--- config.mk ---
export PLATFORM = sky130hd
export DESIGN_NAME = int_alu
export DESIGN_NICKNAME = d
export VERILOG_FILES = /design/src/prf_pkg.sv /design/src/int_alu.sv
export SDC_FILE = /design/constraint.sdc
export NUM_CORES = 1
export LEC_CHECK = 0
export BUFFER_PORTS_ARGS = -buffer_cell sky130_fd_sc_hd__buf_2
export CORE_UTILIZATION = 35
export DETAILED_ROUTE_END_ITERATION = 16
export GPL_ROUTABILITY_DRIVEN = 0
export PLACE_DENSITY = 0.61
export SYNTH_ARGS = -nofsm -noshare
export SYNTH_HDL_FRONTEND = slang
export SYNTH_SLANG_ARGS = --single-unit
--- constraint.sdc ---
create_clock -name vclk -period 4.2
set_input_delay 0 -clock vclk [all_inputs]
set_output_delay 0 -clock vclk [all_outputs]
set_load 0.03 [all_outputs]
--- src/prf_pkg.sv ---
package prf_pkg;

   localparam int PRF_NUM      = 64;
   localparam int PRF_WIDTH    = 6;
   localparam int XLEN         = 32;
   localparam int LSU_WORDS    = 16;
   localparam int LSU_IDX_W    = $clog2(LSU_WORDS);
   localparam int PRF_RD_PORTS = 6;
   localparam int PRF_WR_PORTS = 4;

   typedef logic [PRF_WIDTH-1:0] prf_addr_t;
   typedef logic [XLEN-1:0]      xlen_t;

   typedef enum logic [2:0] {
      ALU_ADD = 3'd0,
      ALU_SUB = 3'd1,
      ALU_AND = 3'd2,
      ALU_OR  = 3'd3,
      ALU_XOR = 3'd4,
      ALU_SLL = 3'd5,
      ALU_SRL = 3'd6,
      ALU_SLT = 3'd7
   } alu_op_e;

   typedef struct packed {
      alu_op_e     op;
      prf_addr_t   prs1;
      prf_addr_t   prs2;
      prf_addr_t   prd;
      logic        use_imm;
      logic [11:0] imm;
   } int_issue_t;

   typedef struct packed {
      logic        is_store;
      prf_addr_t   prs1;
      // Store data source
      prf_addr_t   prs2;
      prf_addr_t   prd;
      logic [11:0] imm;
   } mem_issue_t;

   // Register-file write and wakeup broadcast
   typedef struct packed {
      logic      valid;
      prf_addr_t prd;
      xlen_t     data;
   } wb_t;

endpackage

--- src/int_alu.sv ---
module int_alu import prf_pkg::*; (
   input  logic       exec_valid,
   input  int_issue_t issue,
   input  xlen_t      op_a,
   input  xlen_t      op_b,
   output wb_t        wb
);

   xlen_t      src_b;
   logic [4:0] shamt;
   xlen_t      result;

   assign src_b = issue.use_imm ? {{(XLEN-12){issue.imm[11]}}, issue.imm} : op_b;
   assign shamt = src_b[4:0];

   always_comb begin
      case (issue.op)
         ALU_ADD: result = op_a + src_b;
         ALU_SUB: result = op_a - src_b;
         ALU_AND: result = op_a & src_b;
         ALU_OR:  result = op_a | src_b;
         ALU_XOR: result = op_a ^ src_b;
         ALU_SLL: result = op_a << shamt;
         ALU_SRL: result = op_a >> shamt;
         // Signed compare
         ALU_SLT: result = {{(XLEN-1){1'b0}}, ($signed(op_a) < $signed(src_b))};
         default: result = '0;
      endcase
   end

   assign wb.valid = exec_valid;
   assign wb.prd   = issue.prd;
   assign wb.data  = result;

endmodule

* Word-level counts from Yosys, hierarchy flattened *
Cells that the tools add are included.

operators by class
  equal/unequal tests = 7
  bitwise operators = 3
  shift operators = 2
  muxes and demuxes = 2
  add/sub/neg operators = 2
  $lt $le $gt $ge = 1
  reduce and logical (&&, ||, !) cells = 1

operators with widths
  cell                                                  number
  case mux 32 bit (8 select lines)                      1
  adder 32 bit                                          1
  AND 32 bit                                            1
  less-than comparator 32 bit                           1
  two-way mux 32 bit                                    1
  bitwise OR 32 bit                                     1
  left shift 32 x 5 -> 32 bit                           1
  right shift 32 x 5 -> 32 bit                          1
  subtractor 32 bit                                     1
  bitwise XOR 32 bit                                    1
  equality test 3 bit (second input constant)           4
  equality test 3 x 2 -> 1 bit (second input constant)  2
  equality test 3 x 1 -> 1 bit (second input constant)  1
  logical NOT 3 bit                                     1

word-level totals
  logic and storage cells = 18
  register bits after elaboration = 0
  output and inout port bits = 39
  input port bits = 99

* Depth between registers and ports, before layout *
  word-level depth = 3
  mapped depth = 18
  gate-level depth less buffers = 14

* Worst setup path after synthesis *
OpenSTA, ideal clock, no wires.

  kind = input port to output port
  start point = input port issue[12] (netlist bit)
  end point = output port wb[31] (netlist bit)
  buffers on the path = 6
  arrival = 4.284 ns
  stages on the path = 17
  path slack = -0.084 ns
  required time = 4.200 ns
  path through = buf_2 -> buf_4 -> mux2i_1 -> clkbuf_1 -> clkbuf_1 -> clkbuf_1 -> ha_1 -> buf_2 -> o211a_1 -> a21oi_1 -> or3b_1 -> a2111oi_0 -> o21ai_1 -> nor2_1 -> a2bb2oi_1 -> a41oi_1 -> a22oi_1

RTL lines
  what         RTL line      source
  from (decl)  int_alu.sv:3  input int_issue_t issue,
  to (decl)    int_alu.sv:6  output wb_t wb

==> results.tsv <==
metric	value	unit
post_dp_cell_area	9625	um^2
grt_max_degree	68	
synth_top_cell_by_area	ha_1	
cp_max_fo	11	
synth_top_family_by_area	compound AO/OA/AOI/OAI gates	
antenna_found_initial	1	
ys_types	80	
syn_to_final_growth	9.110	%
ant_nets	0	
synth_fa_ha_area_share	15.33	%
ys_seq_area_share	0	%
clkbuf_count	0	
hold_class	in2out	
worst_path_max_delay_cell	nor4_1	
placedCellCount	1704	
grt_pass1_wl	59790	um
worst_setup_path_end_kind	primary output	
yosys_warnings	0	
die_h	160.8	um
syn_nets	1547	
io_buffers	112	
syn_avg_cell_area	6.585	um^2
drcViolationCount	0	
drtPass1Iterations	7	
grt_busiest_layer	met2	
globalRouteOverflowTotal	0	
synth_most_common_cell	a21oi_1	
rsz0062_at_grt	true	
worstPathRequired	4.20	ns
max_clock_freq	242.5	MHz
synth_common_cells	a21oi_1 (159), nand2_1 (146), nor2_1 (129)	
num_vias	11190	
seq_cells	0	
hold_violations	0	
drv_slew	0	
finalInstanceArea	9635	um^2
crit_chain	buf_2, buf_4, and2_1, buf_4, a21oi_1, ha_1, nor4_1, nand3_1, o211ai_1, a21oi_1, or3_1, a21oi_1, o32ai_1, buf_2	
drt-vias-per-instance	6.561	
whs_path_depth	0	
hold_end	wb[36]	
synth_area_leaders	ha_1 (15%), mux2i_1 (11%), a21oi_1 (9.0%)	
nFillCells	2641	
fin_nets	1588	
num_rows	57	
syn_area	8831	um^2
start_kind	primary input	
finalCritPeriodShare	98.19	%
setup-tns-final	0	ns
maxCapViolations	0	
yosys.area_share.simple	20.18	%
track_usage	29.39	%
synthXorXnorAreaFrac	3.075	%
final_core_util	39.27	%
crit_type	in2out	
syn_inst	1341	
die_x	160.8	um
postCtsSetupBuffers	0	
dieArea	25870	um^2
finalNonFillerCells	1705	
period_needed	4.124	ns
grt_util_met2	44.87	%
seqCellArea	0	um^2
critPathMaxStageDelay	0.55	ns
wl_per_cell	23.39	um
finalWirelength	39880	um
slew_headroom	29.33	%
synth_compound_area_share	34.49	%
dp_hpwl	30880	um
grt_use_met1	39.48	%
first_iter_violations	1651	
status	complete, no violations	
cp_data_arrival_time	4.12	ns
setup_viol	0	
io_pins	138	
synth_top_area_share	14.88	%
drive_gt1_share	14.71	%
worst_slew_pin_slew	1.060	ns
met3_usage	6.327	%
grt_pass1_vias	10150	
synthMuxAreaShare	16.85	%
hp-start	issue[17]	
core_area	24530	um^2
start_util	36.00	%
critPathMostFrequentCell	a21oi_1	
critical path, delay by kind of cell:
kind,cells,cell delay (ns)
buf+inv,4,0.92
fa+ha+maj,1,0.46
compound gates,5,1.30
simple gates,4,1.42
cells by family after synthesis:
family                   Yosys count
AO/OA/AOI/OAI                    464
AND/OR/NAND/NOR                  401
buffers and inverters            217
multiplexers                     121
adder cells (fa/ha/maj)          107
XOR/XNOR                          31
cell type report:
cell class | count | area [um^2] | area share [%]
inverter | 107 | 401.6 | 4.168
timing repair buffer | 149 | 838.3 | 8.700
multi-input combinational | 1124 | 7988 | 82.90
tap | 324 | 405.4 | 4.207
antenna | 1 | 2.502 | 0.02597
cell usage in the layout (no fill, tap or decap), types with 22 or more instances in the layout:
cell type    n
nand2_1    146
nand3_1     26
inv_1       95
nor3_1      22
o21ai_0     41
xnor2_1     25
o21ai_1     43
nor2_1     129
ha_1       105
buf_4       37
mux2i_1     94
o211ai_1    38
a21oi_1    159
buf_2      112
per-stage QoR:
stage / hold WS (ns) / setup WS (ns)
global route: 0.00005274 / -0.04524
floorplan: 0.1317 / 0.08948
finish: 0.00001320 / 0.07581
global placement: 0.0002225 / 0.1905
detailed placement: 0.0002225 / 0.1177
CTS: 0.0002225 / 0.1149
how the worst max path moves through the flow:
stage | endpoint | slack [ns] | cells past startpoint | from
finish | wb[0] | 0.08 | 14 | issue[12]
global route | wb[29] | -0.05 | 15 | issue[12]
global placement | wb[31] | 0.19 | 16 | issue[12]
floorplan | wb[28] | 0.09 | 16 | issue[12]
CTS | wb[31] | 0.11 | 16 | issue[12]
detailed placement | wb[31] | 0.12 | 16 | issue[12]
per-layer routing:
| metal | up-vias | share of wire [%] |
|---|---|---|
| met1 | 5199 | 40 |
| li1 | 4990 | - |
| met4 | 0 | 5.5 |
| met5 | - | 0 |
| met3 | 166 | 13 |
| met2 | 831 | 42 |
repair_timing:
item / 4_1_cts / 5_1_grt
setup endpoints to repair: 0 / 7
hold buffers: 0 / 0
gates resized for setup: 0 / 3
