$ cat config.mk
export PLATFORM = sky130hd
export DESIGN_NAME = issue_lane
export DESIGN_NICKNAME = d
export VERILOG_FILES = /design/src/prf_pkg.sv /design/src/issue_lane.sv
export SDC_FILE = /design/constraint.sdc
export NUM_CORES = 1
export LEC_CHECK = 0
export BUFFER_PORTS_ARGS = -buffer_cell sky130_fd_sc_hd__buf_4
export CORE_ASPECT_RATIO = 0.75
export CORE_UTILIZATION = 41
export CTS_CLUSTER_DIAMETER = 100
export DETAILED_ROUTE_END_ITERATION = 6
export GPL_ROUTABILITY_DRIVEN = 0
export GPL_TIMING_DRIVEN = 0
export PLACE_DENSITY = 0.88
export SLEW_MARGIN = 25
export SYNTH_ARGS = -nofsm -noshare
export SYNTH_HDL_FRONTEND = slang
export SYNTH_SLANG_ARGS = --single-unit
export TNS_END_PERCENT = 50
$ cat constraint.sdc
create_clock -name clk -period 6.6 [get_ports clk]
set_clock_uncertainty 0.05 [all_clocks]
set_input_delay 1.32 -clock clk [delete_from_list [all_inputs] [get_ports clk]]
set_output_delay 1.32 -clock clk [all_outputs]
set_load 0.01 [all_outputs]
$ cat src/prf_pkg.sv
package prf_pkg;

   localparam int PRF_NUM      = 64;
   localparam int PRF_WIDTH    = 6;
   localparam int XLEN         = 32;
   localparam int LSU_WORDS    = 16;
   localparam int LSU_IDX_W    = $clog2(LSU_WORDS);
   localparam int PRF_RD_PORTS = 6;
   localparam int PRF_WR_PORTS = 4;

   typedef logic [PRF_WIDTH-1:0] prf_addr_t;
   typedef logic [XLEN-1:0]      xlen_t;

   typedef enum logic [2:0] {
      ALU_ADD = 3'd0,
      ALU_SUB = 3'd1,
      ALU_AND = 3'd2,
      ALU_OR  = 3'd3,
      ALU_XOR = 3'd4,
      ALU_SLL = 3'd5,
      ALU_SRL = 3'd6,
      ALU_SLT = 3'd7
   } alu_op_e;

   typedef struct packed {
      alu_op_e     op;
      prf_addr_t   prs1;
      prf_addr_t   prs2;
      prf_addr_t   prd;
      logic        use_imm;
      logic [11:0] imm;
   } int_issue_t;

   typedef struct packed {
      logic        is_store;
      prf_addr_t   prs1;
      // Store data source
      prf_addr_t   prs2;
      prf_addr_t   prd;
      logic [11:0] imm;
   } mem_issue_t;

   // Register-file write and wakeup broadcast
   typedef struct packed {
      logic      valid;
      prf_addr_t prd;
      xlen_t     data;
   } wb_t;

endpackage

$ cat src/issue_lane.sv
module issue_lane import prf_pkg::*; #(
   parameter type issue_t = int_issue_t
) (
   input  logic   clk,
   input  logic   reset_n,
   input  logic   req,
   input  issue_t payload,
   input  xlen_t  rs1_data,
   input  xlen_t  rs2_data,
   output logic   ack,
   output logic   exec_valid,
   output issue_t exec_payload,
   output xlen_t  op_a,
   output xlen_t  op_b
);

   typedef enum logic [1:0] {
      LANE_IDLE,
      LANE_EXEC,
      LANE_ACKED
   } lane_state_e;

   lane_state_e state;
   lane_state_e state_nxt;
   logic        accept;

   assign accept = (state == LANE_IDLE) && req;

   always_comb begin
      state_nxt = state;
      case (state)
         LANE_IDLE: begin
            if (req) begin
               state_nxt = LANE_EXEC;
            end
         end
         // Result lands in the register file on this edge
         LANE_EXEC: begin
            state_nxt = LANE_ACKED;
         end
         LANE_ACKED: begin
            if (!req) begin
               state_nxt = LANE_IDLE;
            end
         end
         default: begin
            state_nxt = LANE_IDLE;
         end
      endcase
   end

   always_ff @(posedge clk) begin
      if (!reset_n) begin
         state <= LANE_IDLE;
      end else begin
         state <= state_nxt;
      end
   end

   // Operands read combinationally in the accept cycle
   always_ff @(posedge clk) begin
      if (accept) begin
         exec_payload <= payload;
         op_a         <= rs1_data;
         op_b         <= rs2_data;
      end
   end

   assign exec_valid = (state == LANE_EXEC);
   assign ack        = (state == LANE_ACKED);

endmodule

# After elaboration in Yosys (flattened, before gate mapping)
# Cells that the tools add are included.
# word_totals
register_bits,100
input_bits,101
output_inout_bits,100
word_cells,19
# classes
muxes,3
n_reduce_logical,3
eq_ne,4
# ops
cell,n
one-hot mux 2 bit (3 select lines),1
two-way mux 2 bit,2
!= test 2 bit (second input constant),2
equality test 2 x 1 -> 1 bit (second input constant),1
equality test 2 bit (second input constant),1
logical NOT 2 bit,1
AND reduction 2 bit,1
logical AND 1 bit,1

# Depth between registers and ports, before layout
# Gate-level depths: netlist (run 1).
# depth
ltp_word,3
mapped_depth,2
depth_no_buf,2

# Worst setup path after synthesis (run 1)
# Ideal clock, no wire load.
# synth_path
path_type,input port to flip-flop
from,input port req
to,"register exec_payload[0] (netlist name), enable pin"
setup_ns,0.556
path_buffers,0
required_ns,5.994
path_stages,2
arrival_ns,5.477
slack_ns,0.517
cell_sequence,nand2b_4 -> nor2_1
# synth_via
elab_chain_cells,1
# synth_rtl
item,line_no,text
start: declaration,issue_lane.sv:6,"input logic req,"
logical AND 1 bit,issue_lane.sv:27,assign accept = (state == LANE_IDLE) && req;
via accept,issue_lane.sv:25,logic accept;
end signal: assignment,issue_lane.sv:63,exec_payload <= payload;
end: declaration,issue_lane.sv:12,"output issue_t exec_payload,"
# The timed path passes the listed nets, and every way through them passes these cells.
# A chain may end at the register's enable or synchronous reset.

# Final worst setup path (run 1)
# layout_path
from,input port req
to,"register op_a[11], enable pin"
# layout_via
elab_chain_cells,1
# layout_rtl
item,line_no,text
logical AND 1 bit,issue_lane.sv:27,
via accept,issue_lane.sv:25,
end signal: assignment,issue_lane.sv:64,op_a <= rs1_data;
end: declaration,issue_lane.sv:13,"output xlen_t op_a,"
# The timed path passes the listed nets, and every way through them passes these cells.

==> results of run 1 <==
==> sequential cells by signal (all words and copies together) (netlist names) <==
signal	flops
exec_payload	34
op_b	32
op_a	32
state	2
==> through the flow <==
stage               instance area (um2)  instances  power [mW]
global route                       4950        424        1.36
finish                             4950        424        1.30
global placement                   4670        405       0.927
floorplan                          3040        107       0.820
CTS                                4950        424        1.32
detailed placement                 4750        408       0.938
==> final timing paths <==
check                         from  cells after the start                     to
max                            req                      5     op_a[11]$_DFFE_PP_
min          state[1]$_SDFFE_PN0P_                      2  state[1]$_SDFFE_PN0P_
max reg2reg  state[0]$_SDFFE_PN0P_                      4     op_a[11]$_DFFE_PP_
min reg2reg  state[1]$_SDFFE_PN0P_                      2  state[1]$_SDFFE_PN0P_
==> routing by layer <==
| layer | share of wire [%] | global-route usage [%] |
|---|---|---|
| met2 | 52 | 34.1 |
| met3 | 12 | 9.17 |
| met4 | 3.2 | 8.84 |
| met5 | 0 | 0 |
| met1 | 33 | 18.4 |
==> worst max-delay path: stages <==
cell and delay, ns:
buf_4 0.09, nand2b_4 0.06, nor2_4 0.57, buf_16 0.26
buf_12 0.21
==> kinds of logic (layout without fill, tap and decap cells) <==
kind of cell	Yosys count	after routing	synth area share (%)
buffers and inverters	0	219	0
DFF	100	100	98.0
and+or+nand+nor	6	6	1.69
AOI/OAI and AO/OA	1	1	0.288
==> final cells by class <==
| class | instances | area (um2) |
|---|---|---|
| Clock buffer | 10 | 128 |
| Timing Repair Buffer | 203 | 1580 |
| Multi-Input combinational cell | 7 | 67.6 |
| Fill cell | 475 | 2050 |
| Clock inverter | 6 | 71.3 |
| Sequential cell | 100 | 2980 |
| Tap cell | 98 | 123 |
==> power by group through the flow <==
stage / logic, mW / registers [mW] / clock network (mW)
2_1_floorplan: 0.0172 / 0.802 / 0
3_3_place_gp: 0.145 / 0.782 / 0
3_5_place_dp: 0.161 / 0.776 / 0
4_1_cts: 0.161 / 0.762 / 0.395
5_1_grt: 0.169 / 0.766 / 0.422
6_report: 0.159 / 0.761 / 0.382
==> cell usage in the layout, fill, tap and decap left out, drive strengths merged <==
cell type and count:
buf 203, edfxtp 98, clkbuf 10, dfxtp 2
clkinv 2, inv 2, nor2b 1, nand2b 1
nor2 1, and2b 1, nor3b 1, nand2 1
o2bb2ai 1, bufinv 1, clkinvlp 1
==> insert_results.sql, run 1 <==
INSERT INTO impl_metrics (metric_group, metric, value, unit) VALUES
('critical_path', 'cp-start-kind', 'input port', ''),
('power', 'share_of_power_burned_in_combinational_logic', '12.2', '%'),
('placed_design', 'worst_setup_timing_slack_at_the_placement_stage', '3.65', 'ns'),
('timing', 'layout_min_cycle_time', '2.55', 'ns'),
('critical_path', 'critical_path_required', '6.60', 'ns'),
('yosys', 'count_of_flip_flops_with_a_built_in_enable_after_synthesis', '98', ''),
('yosys', 'synth_area_per_cell', '28.4', 'um2'),
('critical_path', 'timing.reg2reg.setup_slack', '4.69', 'ns'),
('min_path', 'hp_class', 'reg -> reg', ''),
('drt', 'detail_route.iter0.violations', '74', ''),
('die', 'floorplan.die.width', '101', 'um'),
('placed_design', 'placement.io_buffers', '200', ''),
('yosys', 'async_flop_share', '0', '%'),
('yosys', 'synth_top_cells_by_area', 'edfxtp_1, dfxtp_1, nand2b_4', ''),
('critical_path', 'criticalPathCategory', 'in -> reg', ''),
('yosys', 'synth.yosys.warnings', '0', ''),
('clocking', 'worst_skew_pair.late_latency', '0.35', 'ns'),
('drt', 'via_to_cell_ratio', '4.46', ''),
('die', 'die_area', '0.00777', 'mm2'),
('status', 'outcome', 'finished clean', ''),
('yosys', 'synth.top_cells.by_count', 'edfxtp_1, dfxtp_1', ''),
('grt', 'grt_util_all_layers', '19.2', '%'),
('grt', 'grt_remaining_overflow', '0', ''),
('placed_design', 'dp.final_hpwl', '5.57', 'mm'),
('grt', 'grt_first_pass_wirelength', '10.5', 'mm'),
('clocking', 'tritoncts_clock_tree', 'done', ''),
('yosys', 'seq_area_frac_synth', '98.0', '%'),
('power', 'netSwitchingFraction', '21.7', '%'),
('clocking', 'postCtsResizedCells', '0', ''),
('power', 'p_sw', '0.283', 'mW'),
('cells_and_area', 'syn2layout_area_growth', '62.6', '%'),
('clocking', 'ctsLongestPathBuffers', '2', ''),
('timing', 'post-route-period-util', '38.6', '%'),
('yosys', 'synth_top_flop_cell', 'edfxtp_1', ''),
('timing', 'setup_ws', '4.05', 'ns'),
('timing', 'finalSetupTns', '0', 'ns'),
('drt', 'drtPass1Iterations', '3', ''),
('drt', 'drt-wirelength-per-cell', '16.9', 'um'),
('run', 'maxCapViolCount', '0', ''),
('yosys', 'synth_top_cell_by_area', 'edfxtp_1', ''),
('drt', 'vias', '1890', ''),
('drt', 'post-route-drc-count', '0', ''),
('yosys', 'total_of_flip_flops_plus_latches_after_synthesis', '100', ''),
('yosys', 'postSynthCellCount', '107', ''),
('clocking', 'cts.clk_slew.worst_paths', '0.09', 'ns'),
('die', 'pin_count', '201', ''),
('clocking', 'post_cts_hold_buffer_count', '0', ''),
('yosys', 'synth_top_cell_area_share', '96.7', '%'),
('timing', 'hold_violations', '0', ''),
('power', 'power_per_cell_area', '263', 'mW/mm2'),
('grt', 'initial_antenna_violation_count', '0', ''),
('die', 'floorplan.rows', '26', ''),
('drt', 'detail_route.wirelength', '7.15', 'mm'),
('clocking', 'clock-root-buffer', 'clkbuf_8', ''),
('yosys', 'synthesis.area', '0.00304', 'mm2'),
('cells_and_area', 'drive_above_1_share', '68.4', '%'),
('critical_path', 'critical_path.max_fanout', '27', ''),
('die', 'initial_utilization', '43.5', '%'),
('power', 'power.static_leakage', '2.07', 'nW'),
('timing', 'rsz_0062_raised_after_global_routing', 'no', ''),
('yosys', 'yosys.cell_count.top_type', 'edfxtp_1', ''),
('cells_and_area', 'fin_nets', '422', ''),
('yosys', 'synthDistinctLibCells', '9', ''),
('power', 'internal_power', '1.02', 'mW'),
('power', 'vdd_ir_drop_max', '0.203', 'mV'),
('die', 'area_of_the_core', '0.00699', 'mm2'),
('grt', 'grt_pass1_vias', '2055', ''),
('timing', 'finalSetupViolCount', '0', ''),
('timing', 'worst_slew_pin_slew', '0.735', 'ns'),
('clocking', 'cts_made_buffers', '9', ''),
('power', 'sequentialPowerShare', '58.4', '%');
Power figures use the tool's default switching activity.
==> run 2: changes to the inputs <==
==> constraint.sdc (replaced) <==
create_clock -name clk -period 2.4 [get_ports clk]
set_clock_uncertainty 0.05 [all_clocks]
set_input_delay 0.48 -clock clk [delete_from_list [all_inputs] [get_ports clk]]
set_output_delay 0.48 -clock clk [all_outputs]
set_load 0.01 [all_outputs]
==> run 2 against run 1 <==
Die area unchanged. Combinational power grew to 2.7 times the previous value. Count of clock-buffer cells in the layout increased by 1. Largest cell class unchanged. Critical endpoint is now op_a[8]$_DFFE_PP_.
==> insert_results.sql, run 2 (synthesis gave the netlist of run 1 again) <==
INSERT INTO impl_metrics (metric_group, metric, value, unit) VALUES
('cells_and_area', 'multi_input_comb_area', '67.6', 'um2'),
('timing', 'maxSlewViolCount', '0', ''),
('timing', 'hold_violations', '0', ''),
('power', 'share_clk_of_total_power', '29.0', '%'),
('die', 'pin_count', '201', ''),
('power', 'share_of_power_burned_in_combinational_logic', '12.2', '%'),
('status', 'outcome', 'finished clean', ''),
('power', 'power.static_leakage', '2.06', 'nW'),
('cells_and_area', 'drive_above_1_share', '68.1', '%'),
('critical_path', 'cp-start-kind', 'flip-flop', ''),
('die', 'die-height', '76.6', 'um'),
('timing', 'finalSetupViolCount', '0', ''),
('grt', 'grt_util_all_layers', '18.0', '%'),
('drt', 'detail-route-antenna-nets', '0', ''),
('power', 'power_per_cell_area', '721', 'mW/mm2'),
('power', 'internal_power', '2.79', 'mW'),
('drt', 'drt-wirelength-per-cell', '16.5', 'um'),
('timing', 'highest_clock_rate', '528', 'MHz'),
('drt', 'vias', '1894', ''),
('timing', 'slew_headroom', '55.2', '%'),
('cells_and_area', 'largest_register', 'exec_payload', ''),
('cells_and_area', 'fin_nets', '422', ''),
('clocking', 'htree_num_levels', '3', ''),
('clocking', 'post_cts_hold_buffer_count', '0', ''),
('critical_path', 'critical_path.max_stage_delay', '0.52', 'ns'),
('critical_path', 'critical_path_required', '2.40', 'ns'),
('clocking', 'cts_setup_buffers', '0', ''),
('timing', 'post-route-period-util', '79.0', '%'),
('critical_path', 'path_delay_family', 'simple AND/OR/NAND/NOR gates', ''),
('clocking', 'tritoncts_clock_tree', 'done', ''),
('power', 'vdd_ir_drop_max', '0.496', 'mV'),
('drt', 'detail_route.wirelength', '6.98', 'mm'),
('drt', 'detail_route.iter0.violations', '30', ''),
('die', 'initial_utilization', '43.5', '%'),
('grt', 'globalRoute.busiestLayer', 'met2', ''),
('power', 'netSwitchingFraction', '21.5', '%'),
('critical_path', 'cell_type_of_the_slowest_stage_on_the_worst_timing_path', 'nor2_4', ''),
('critical_path', 'reg2reg_depth', '4', ''),
('timing', 'worst_slew_pin_slew', '0.671', 'ns'),
('placed_design', 'placement.io_buffers', '200', ''),
('clocking', 'cts.clk_slew.worst_paths', '0.09', 'ns'),
('grt', 'grt_first_pass_wirelength', '10.1', 'mm'),
('die', 'die_area', '0.00777', 'mm2'),
('critical_path', 'cp_common_cell', 'buf_12', ''),
('min_path', 'hp_class', 'in -> reg', ''),
('grt', 'initial_antenna_violation_count', '0', ''),
('critical_path', 'worstSetupPathDepth', '4', ''),
('cells_and_area', 'largest_reg_flops', '34', ''),
('clocking', 'cts_made_buffers', '9', ''),
('grt', 'grt_remaining_overflow', '0', ''),
('placed_design', 'dp.final_hpwl', '5.38', 'mm'),
('grt', 'grt_max_degree', '30', ''),
('grt', 'globalRouteMet2Util', '31.4', '%'),
('run', 'maxCapViolCount', '0', ''),
('drt', 'drtPass1Iterations', '4', ''),
('cells_and_area', 'n_antenna_cell', '0', ''),
('min_path', 'hold-path-cell-count', '1', ''),
('cells_and_area', 'fin_area', '0.00494', 'mm2'),
('critical_path', 'path_cells', 'nand2b_4 > nor2_4 > buf_12 > buf_12', ''),
('critical_path', 'setup.worst_path.end_class', 'flip-flop', ''),
('timing', 'finalSetupTns', '0', 'ns'),
('placed_design', 'dpl-instance-area', '0.00474', 'mm2'),
('cells_and_area', 'fill_cells', '461', ''),
('cells_and_area', 'layout_common_cells', 'buf_4, edfxtp_1, clkbuf_8', ''),
('cells_and_area', 'syn2layout_area_growth', '62.2', '%'),
('clocking', 'cts_num_sinks', '100', ''),
('die', 'floorplan.die.width', '101', 'um'),
('power', 'sequentialPowerShare', '58.7', '%'),
('die', 'area_of_the_core', '0.00699', 'mm2'),
('clocking', 'worst_skew_pair.late_latency', '0.34', 'ns'),
('critical_path', 'critPathArrivalTime', '1.89', 'ns'),
('critical_path', 'criticalPathCategory', 'reg -> reg', ''),
('die', 'floorplan.rows', '26', ''),
('clocking', 'postCtsResizedCells', '0', ''),
('grt', 'gr-usage-met3', '9.54', '%'),
('grt', 'grt_pass1_vias', '1971', ''),
('drt', 'post-route-drc-count', '0', ''),
('critical_path', 'path_buf_inv', '2', ''),
('power', 'p_sw', '0.764', 'mW'),
('critical_path', 'critical_path.max_fanout', '29', ''),
('drt', 'via_to_cell_ratio', '4.47', ''),
('cells_and_area', 'register_area', '0.00298', 'mm2'),
('cells_and_area', 'layout.cells.most_common', 'buf_4', ''),
('timing', 'layout_min_cycle_time', '1.90', 'ns'),
('clocking', 'ctsLongestPathBuffers', '2', ''),
('grt', 'globalRouteMet1Util', '18.3', '%'),
('timing', 'rsz_0062_raised_after_global_routing', 'no', ''),
('cells_and_area', 'largest_registers', 'exec_payload: 34 flops, op_a: 32 flops, op_b: 32 flops', ''),
('clocking', 'clock-root-buffer', 'clkbuf_8', '');
## run 2: cell count changes in the layout (fill, tap and decap cells not counted)
cell / change
inv_8: -1
clkinv_2: -1
clkinvlp_4: +1
clkinv_4: +1
inv_6: -1
buf_12: +1
buf_16: -1
clkbuf_1: +1
## run 2: worst paths after layout
| check | end | start | slack, ns |
|---|---|---|---|
| max | op_a[8]$_DFFE_PP_ | state[0]$_SDFFE_PN0P_ | 0.50 |
| min | op_a[0]$_DFFE_PP_ | rs1_data[0] | 0.25 |
| max reg2reg | op_a[8]$_DFFE_PP_ | state[0]$_SDFFE_PN0P_ | 0.50 |
| min reg2reg | state[0]$_SDFFE_PN0P_ | state[1]$_SDFFE_PN0P_ | 0.54 |
## run 2: area by class of cell
| class | instances | share of cell area, % |
|---|---|---|
| well taps | 98 | 2.48 |
| repair buffers | 203 | 31.8 |
| clock buffers | 11 | 2.66 |
| flip-flops and latches | 100 | 60.4 |
| clock inverters | 5 | 1.27 |
| multi-input cells | 7 | 1.37 |
## run 2: power groups by stage
stage	combinational (mW)	clock, mW	sequential [mW]
global route	0.461	1.14	2.10
detailed placement	0.440	0	2.13
CTS	0.441	1.06	2.09
floorplan	0.0487	0	2.19
global placement	0.402	0	2.13
finish	0.435	1.03	2.09
## run 2: worst reg2reg max path, stage by stage (launching register included)
cell and delay, ns:
dfxtp_1 0.34, nand2b_4 0.17, nor2_4 0.52, buf_12 0.28
buf_12 0.23
## run 2: metal layers
| layer | part of all wire, % | wire length (um) | vias to the layer above |
|---|---|---|---|
| met3 | 13 | 890 | 9 |
| li1 | - | - | 855 |
| met2 | 52 | 3660 | 123 |
| met1 | 33 | 2310 | 907 |
| met4 | 1.6 | 115 | 0 |
| met5 | 0 | 0 | - |
## run 2: metrics by stage
step / total power, mW / utilization (%) / cells / hold WS [ns] / setup slack (ns)
2_1_floorplan: 2.24 / - / 107 / 0.466 / -0.0486
3_3_place_gp: 2.54 / 66.8 / 405 / 0.482 / -0.565
3_5_place_dp: 2.57 / 67.8 / 408 / 0.528 / 0.326
4_1_cts: 3.59 / 70.6 / 424 / 0.235 / 0.491
5_1_grt: 3.70 / 70.6 / 424 / 0.221 / 0.406
6_report: 3.56 / 70.6 / 424 / 0.254 / 0.505
==> run 3: changes to the inputs <==
--- a/config.mk
+++ b/config.mk
@@ -7,12 +7,12 @@
 export LEC_CHECK = 0
 export BUFFER_PORTS_ARGS = -buffer_cell sky130_fd_sc_hd__buf_4
 export CORE_ASPECT_RATIO = 0.75
-export CORE_UTILIZATION = 41
+export CORE_UTILIZATION = 37
 export CTS_CLUSTER_DIAMETER = 100
 export DETAILED_ROUTE_END_ITERATION = 6
 export GPL_ROUTABILITY_DRIVEN = 0
 export GPL_TIMING_DRIVEN = 0
-export PLACE_DENSITY = 0.88
+export PLACE_DENSITY = 0.84
 export SLEW_MARGIN = 25
 export SYNTH_ARGS = -nofsm -noshare
 export SYNTH_HDL_FRONTEND = slang
==> constraint.sdc (replaced) <==
create_clock -name clk -period 1.6 [get_ports clk]
set_clock_uncertainty 0.05 [all_clocks]
set_input_delay 0.32 -clock clk [delete_from_list [all_inputs] [get_ports clk]]
set_output_delay 0.32 -clock clk [all_outputs]
set_load 0.01 [all_outputs]
==> run 3 against run 2 <==
Sequential power grew 50%. Setup slack lost 0.40 ns. Wire length decreased by 7.9%. Largest cell class unchanged.
==> insert_results.sql, run 3 (synthesis gave the netlist of run 1 again) <==
INSERT INTO impl_metrics (metric_group, metric, value, unit) VALUES
('status', 'outcome', 'finished clean', ''),
('cells_and_area', 'layout_common_cells', 'buf_4, edfxtp_1, clkbuf_8', ''),
('cells_and_area', 'largest_register', 'exec_payload', ''),
('clocking', 'cts_made_buffers', '9', ''),
('critical_path', 'critical_path.max_stage_delay', '0.33', 'ns'),
('cells_and_area', 'fin_util', '62.2', '%'),
('clocking', 'cts_setup_buffers', '1', ''),
('drt', 'detail-route-antenna-nets', '0', ''),
('critical_path', 'cell_type_of_the_slowest_stage_on_the_worst_timing_path', 'dfxtp_1', ''),
('timing', 'maxSlewViolCount', '0', ''),
('grt', 'grt_util_all_layers', '14.8', '%'),
('cells_and_area', 'fin_area', '0.00492', 'mm2'),
('min_path', 'timing.hold.worst_endpoint', 'op_b[19]$_DFFE_PP_', ''),
('cells_and_area', 'layout.cells.most_common', 'buf_4', ''),
('grt', 'grt_max_degree', '54', ''),
('clocking', 'post_cts_hold_buffer_count', '0', ''),
('cells_and_area', 'n_antenna_cell', '0', ''),
('critical_path', 'r2r-end', 'op_a[2]$_DFFE_PP_', ''),
('min_path', 'hold_path.startpoint', 'rs2_data[19]', ''),
('cells_and_area', 'fin_nets', '422', ''),
('timing', 'rsz_0062_raised_after_global_routing', 'no', ''),
('drt', 'vias', '1826', ''),
('critical_path', 'path_buf_inv', '2', ''),
('critical_path', 'criticalPathCategory', 'reg -> reg', ''),
('timing', 'highest_clock_rate', '669', 'MHz'),
('drt', 'detail_route.iter0.violations', '43', ''),
('timing', 'hold_violations', '0', ''),
('critical_path', 'critPathArrivalTime', '1.49', 'ns'),
('drt', 'post-route-drc-count', '0', ''),
('die', 'pin_count', '201', ''),
('cells_and_area', 'layout.cells.non_filler', '431', ''),
('die', 'die-height', '80.5', 'um'),
('grt', 'grt_remaining_overflow', '0', ''),
('clocking', 'cts.clk_slew.worst_paths', '0.10', 'ns'),
('die', 'area_of_the_core', '0.00792', 'mm2'),
('clocking', 'cts_num_sinks', '100', ''),
('timing', 'fin_worst_hold_slack', '0.0866', 'ns'),
('critical_path', 'path_delay_family', 'buffers and inverters', ''),
('placed_design', 'dpl.cell_count', '415', ''),
('drt', 'drtPass1Iterations', '4', ''),
('critical_path', 'path_cells', 'nand2b_4 > nor2_4 > buf_12 > buf_16', ''),
('min_path', 'hold-path-cell-count', '1', ''),
('critical_path', 'timing.reg2reg.setup_slack', '0.10', 'ns'),
('timing', 'post-route-period-util', '93.5', '%'),
('clocking', 'tritoncts_clock_tree', 'done', ''),
('cells_and_area', 'largest_reg_flops', '34', ''),
('placed_design', 'dp.final_hpwl', '5.07', 'mm'),
('die', 'floorplan.die.width', '107', 'um'),
('placed_design', 'dpl-instance-area', '0.00475', 'mm2'),
('cells_and_area', 'drive_above_1_share', '68.4', '%'),
('critical_path', 'reg2reg_depth', '4', ''),
('power', 'power.static_leakage', '2.06', 'nW'),
('timing', 'setup_ws', '0.104', 'ns'),
('critical_path', 'critical_path.max_fanout', '53', ''),
('drt', 'drt-wirelength-per-cell', '14.9', 'um'),
('die', 'initial_utilization', '38.4', '%'),
('die', 'die_area', '0.00859', 'mm2'),
('critical_path', 'critical_path_required', '1.59', 'ns'),
('run', 'maxCapViolCount', '0', ''),
('clocking', 'worst_skew_pair.late_latency', '0.34', 'ns'),
('critical_path', 'cp-start-kind', 'flip-flop', ''),
('placed_design', 'placement.io_buffers', '200', ''),
('drt', 'via_to_cell_ratio', '4.24', ''),
('grt', 'grt_first_pass_wirelength', '9.14', 'mm'),
('die', 'floorplan.rows', '28', ''),
('clocking', 'htree_num_levels', '3', ''),
('critical_path', 'worst_reg2reg_startpoint', 'state[0]$_SDFFE_PN0P_', ''),
('placed_design', 'worst_setup_timing_slack_at_the_placement_stage', '-0.450', 'ns'),
('timing', 'finalSetupViolCount', '0', ''),
('critical_path', 'setup.worst_path.end_class', 'flip-flop', ''),
('clocking', 'clock-root-buffer', 'clkbuf_8', ''),
('min_path', 'hp_class', 'in -> reg', ''),
('timing', 'layout_min_cycle_time', '1.50', 'ns'),
('drt', 'detail_route.wirelength', '6.43', 'mm'),
('cells_and_area', 'largest_registers', 'exec_payload: 34 flops, op_a: 32 flops, op_b: 32 flops', ''),
('clocking', 'ctsLongestPathBuffers', '2', ''),
('power', 'power_per_cell_area', '1060', 'mW/mm2'),
('cells_and_area', 'syn2layout_area_growth', '61.8', '%'),
('timing', 'slew_headroom', '82.5', '%'),
('grt', 'initial_antenna_violation_count', '0', ''),
('clocking', 'postCtsResizedCells', '0', ''),
('timing', 'worst_slew_pin_slew', '0.262', 'ns'),
('grt', 'grt_pass1_vias', '1863', ''),
('power', 'vdd_ir_drop_max', '0.527', 'mV');
[run 3: changes by cell type in the layout (fill, tap and decap cells not counted)]
cell and change:
clkinv_4 +1, clkbuf_1 -2, clkinv_1 +1, inv_8 +2, bufinv_16 -1, buf_12 -1, clkinvlp_4 -1, buf_4 +1
[run 3: worst max-delay path by stage]
stage | from | to | cells past startpoint | slack [ns]
6_report | state[0]$_SDFFE_PN0P_ | op_a[2]$_DFFE_PP_ | 4 | 0.10
5_1_grt | state[1]$_SDFFE_PN0P_ | ack | 2 | 0.04
4_1_cts | state[1]$_SDFFE_PN0P_ | ack | 2 | 0.08
3_5_place_dp | req | exec_payload[24]$_DFFE_PP_ | 6 | -0.45
3_3_place_gp | req | exec_payload[16]$_DFFE_PP_ | 3 | -1.26
2_1_floorplan | state[0]$_SDFFE_PN0P_ | exec_payload[0]$_DFFE_PP_ | 2 | -0.75
[run 3: routing by layer]
layer	GRT usage [%]	up-vias	part of all wire, %
met2	24.6	131	51
li1	-	858	-
met1	15.9	835	35
met5	0	-	0
met4	4.93	0	0.30
met3	8.69	2	14
[run 3: report_power, final]
group / total, mW / switching [mW] / internal [mW]
clock network: 1.46 / 0.869 / 0.590
registers: 3.14 / 0.0496 / 3.09
logic: 0.638 / 0.267 / 0.371
total: 5.23 / 1.19 / 4.05
[run 3: through the flow]
| stage | power [mW] | setup TNS (ns) |
|---|---|---|
| after floorplan | 3.36 | -73.88 |
| after global placement | 3.81 | -122.61 |
| after detailed placement | 3.85 | -19.21 |
| after CTS | 5.31 | 0 |
| after global routing | 5.44 | 0 |
| final | 5.23 | 0 |
[run 3: cell type report]
type	count	area (um2)
Clock buffer	9	124
Timing Repair Buffer	203	1560
Clock inverter	7	60.1
Multi-Input combinational cell	7	67.6
Sequential cell	100	2980
Fill cell	582	3000
Tap cell	105	131
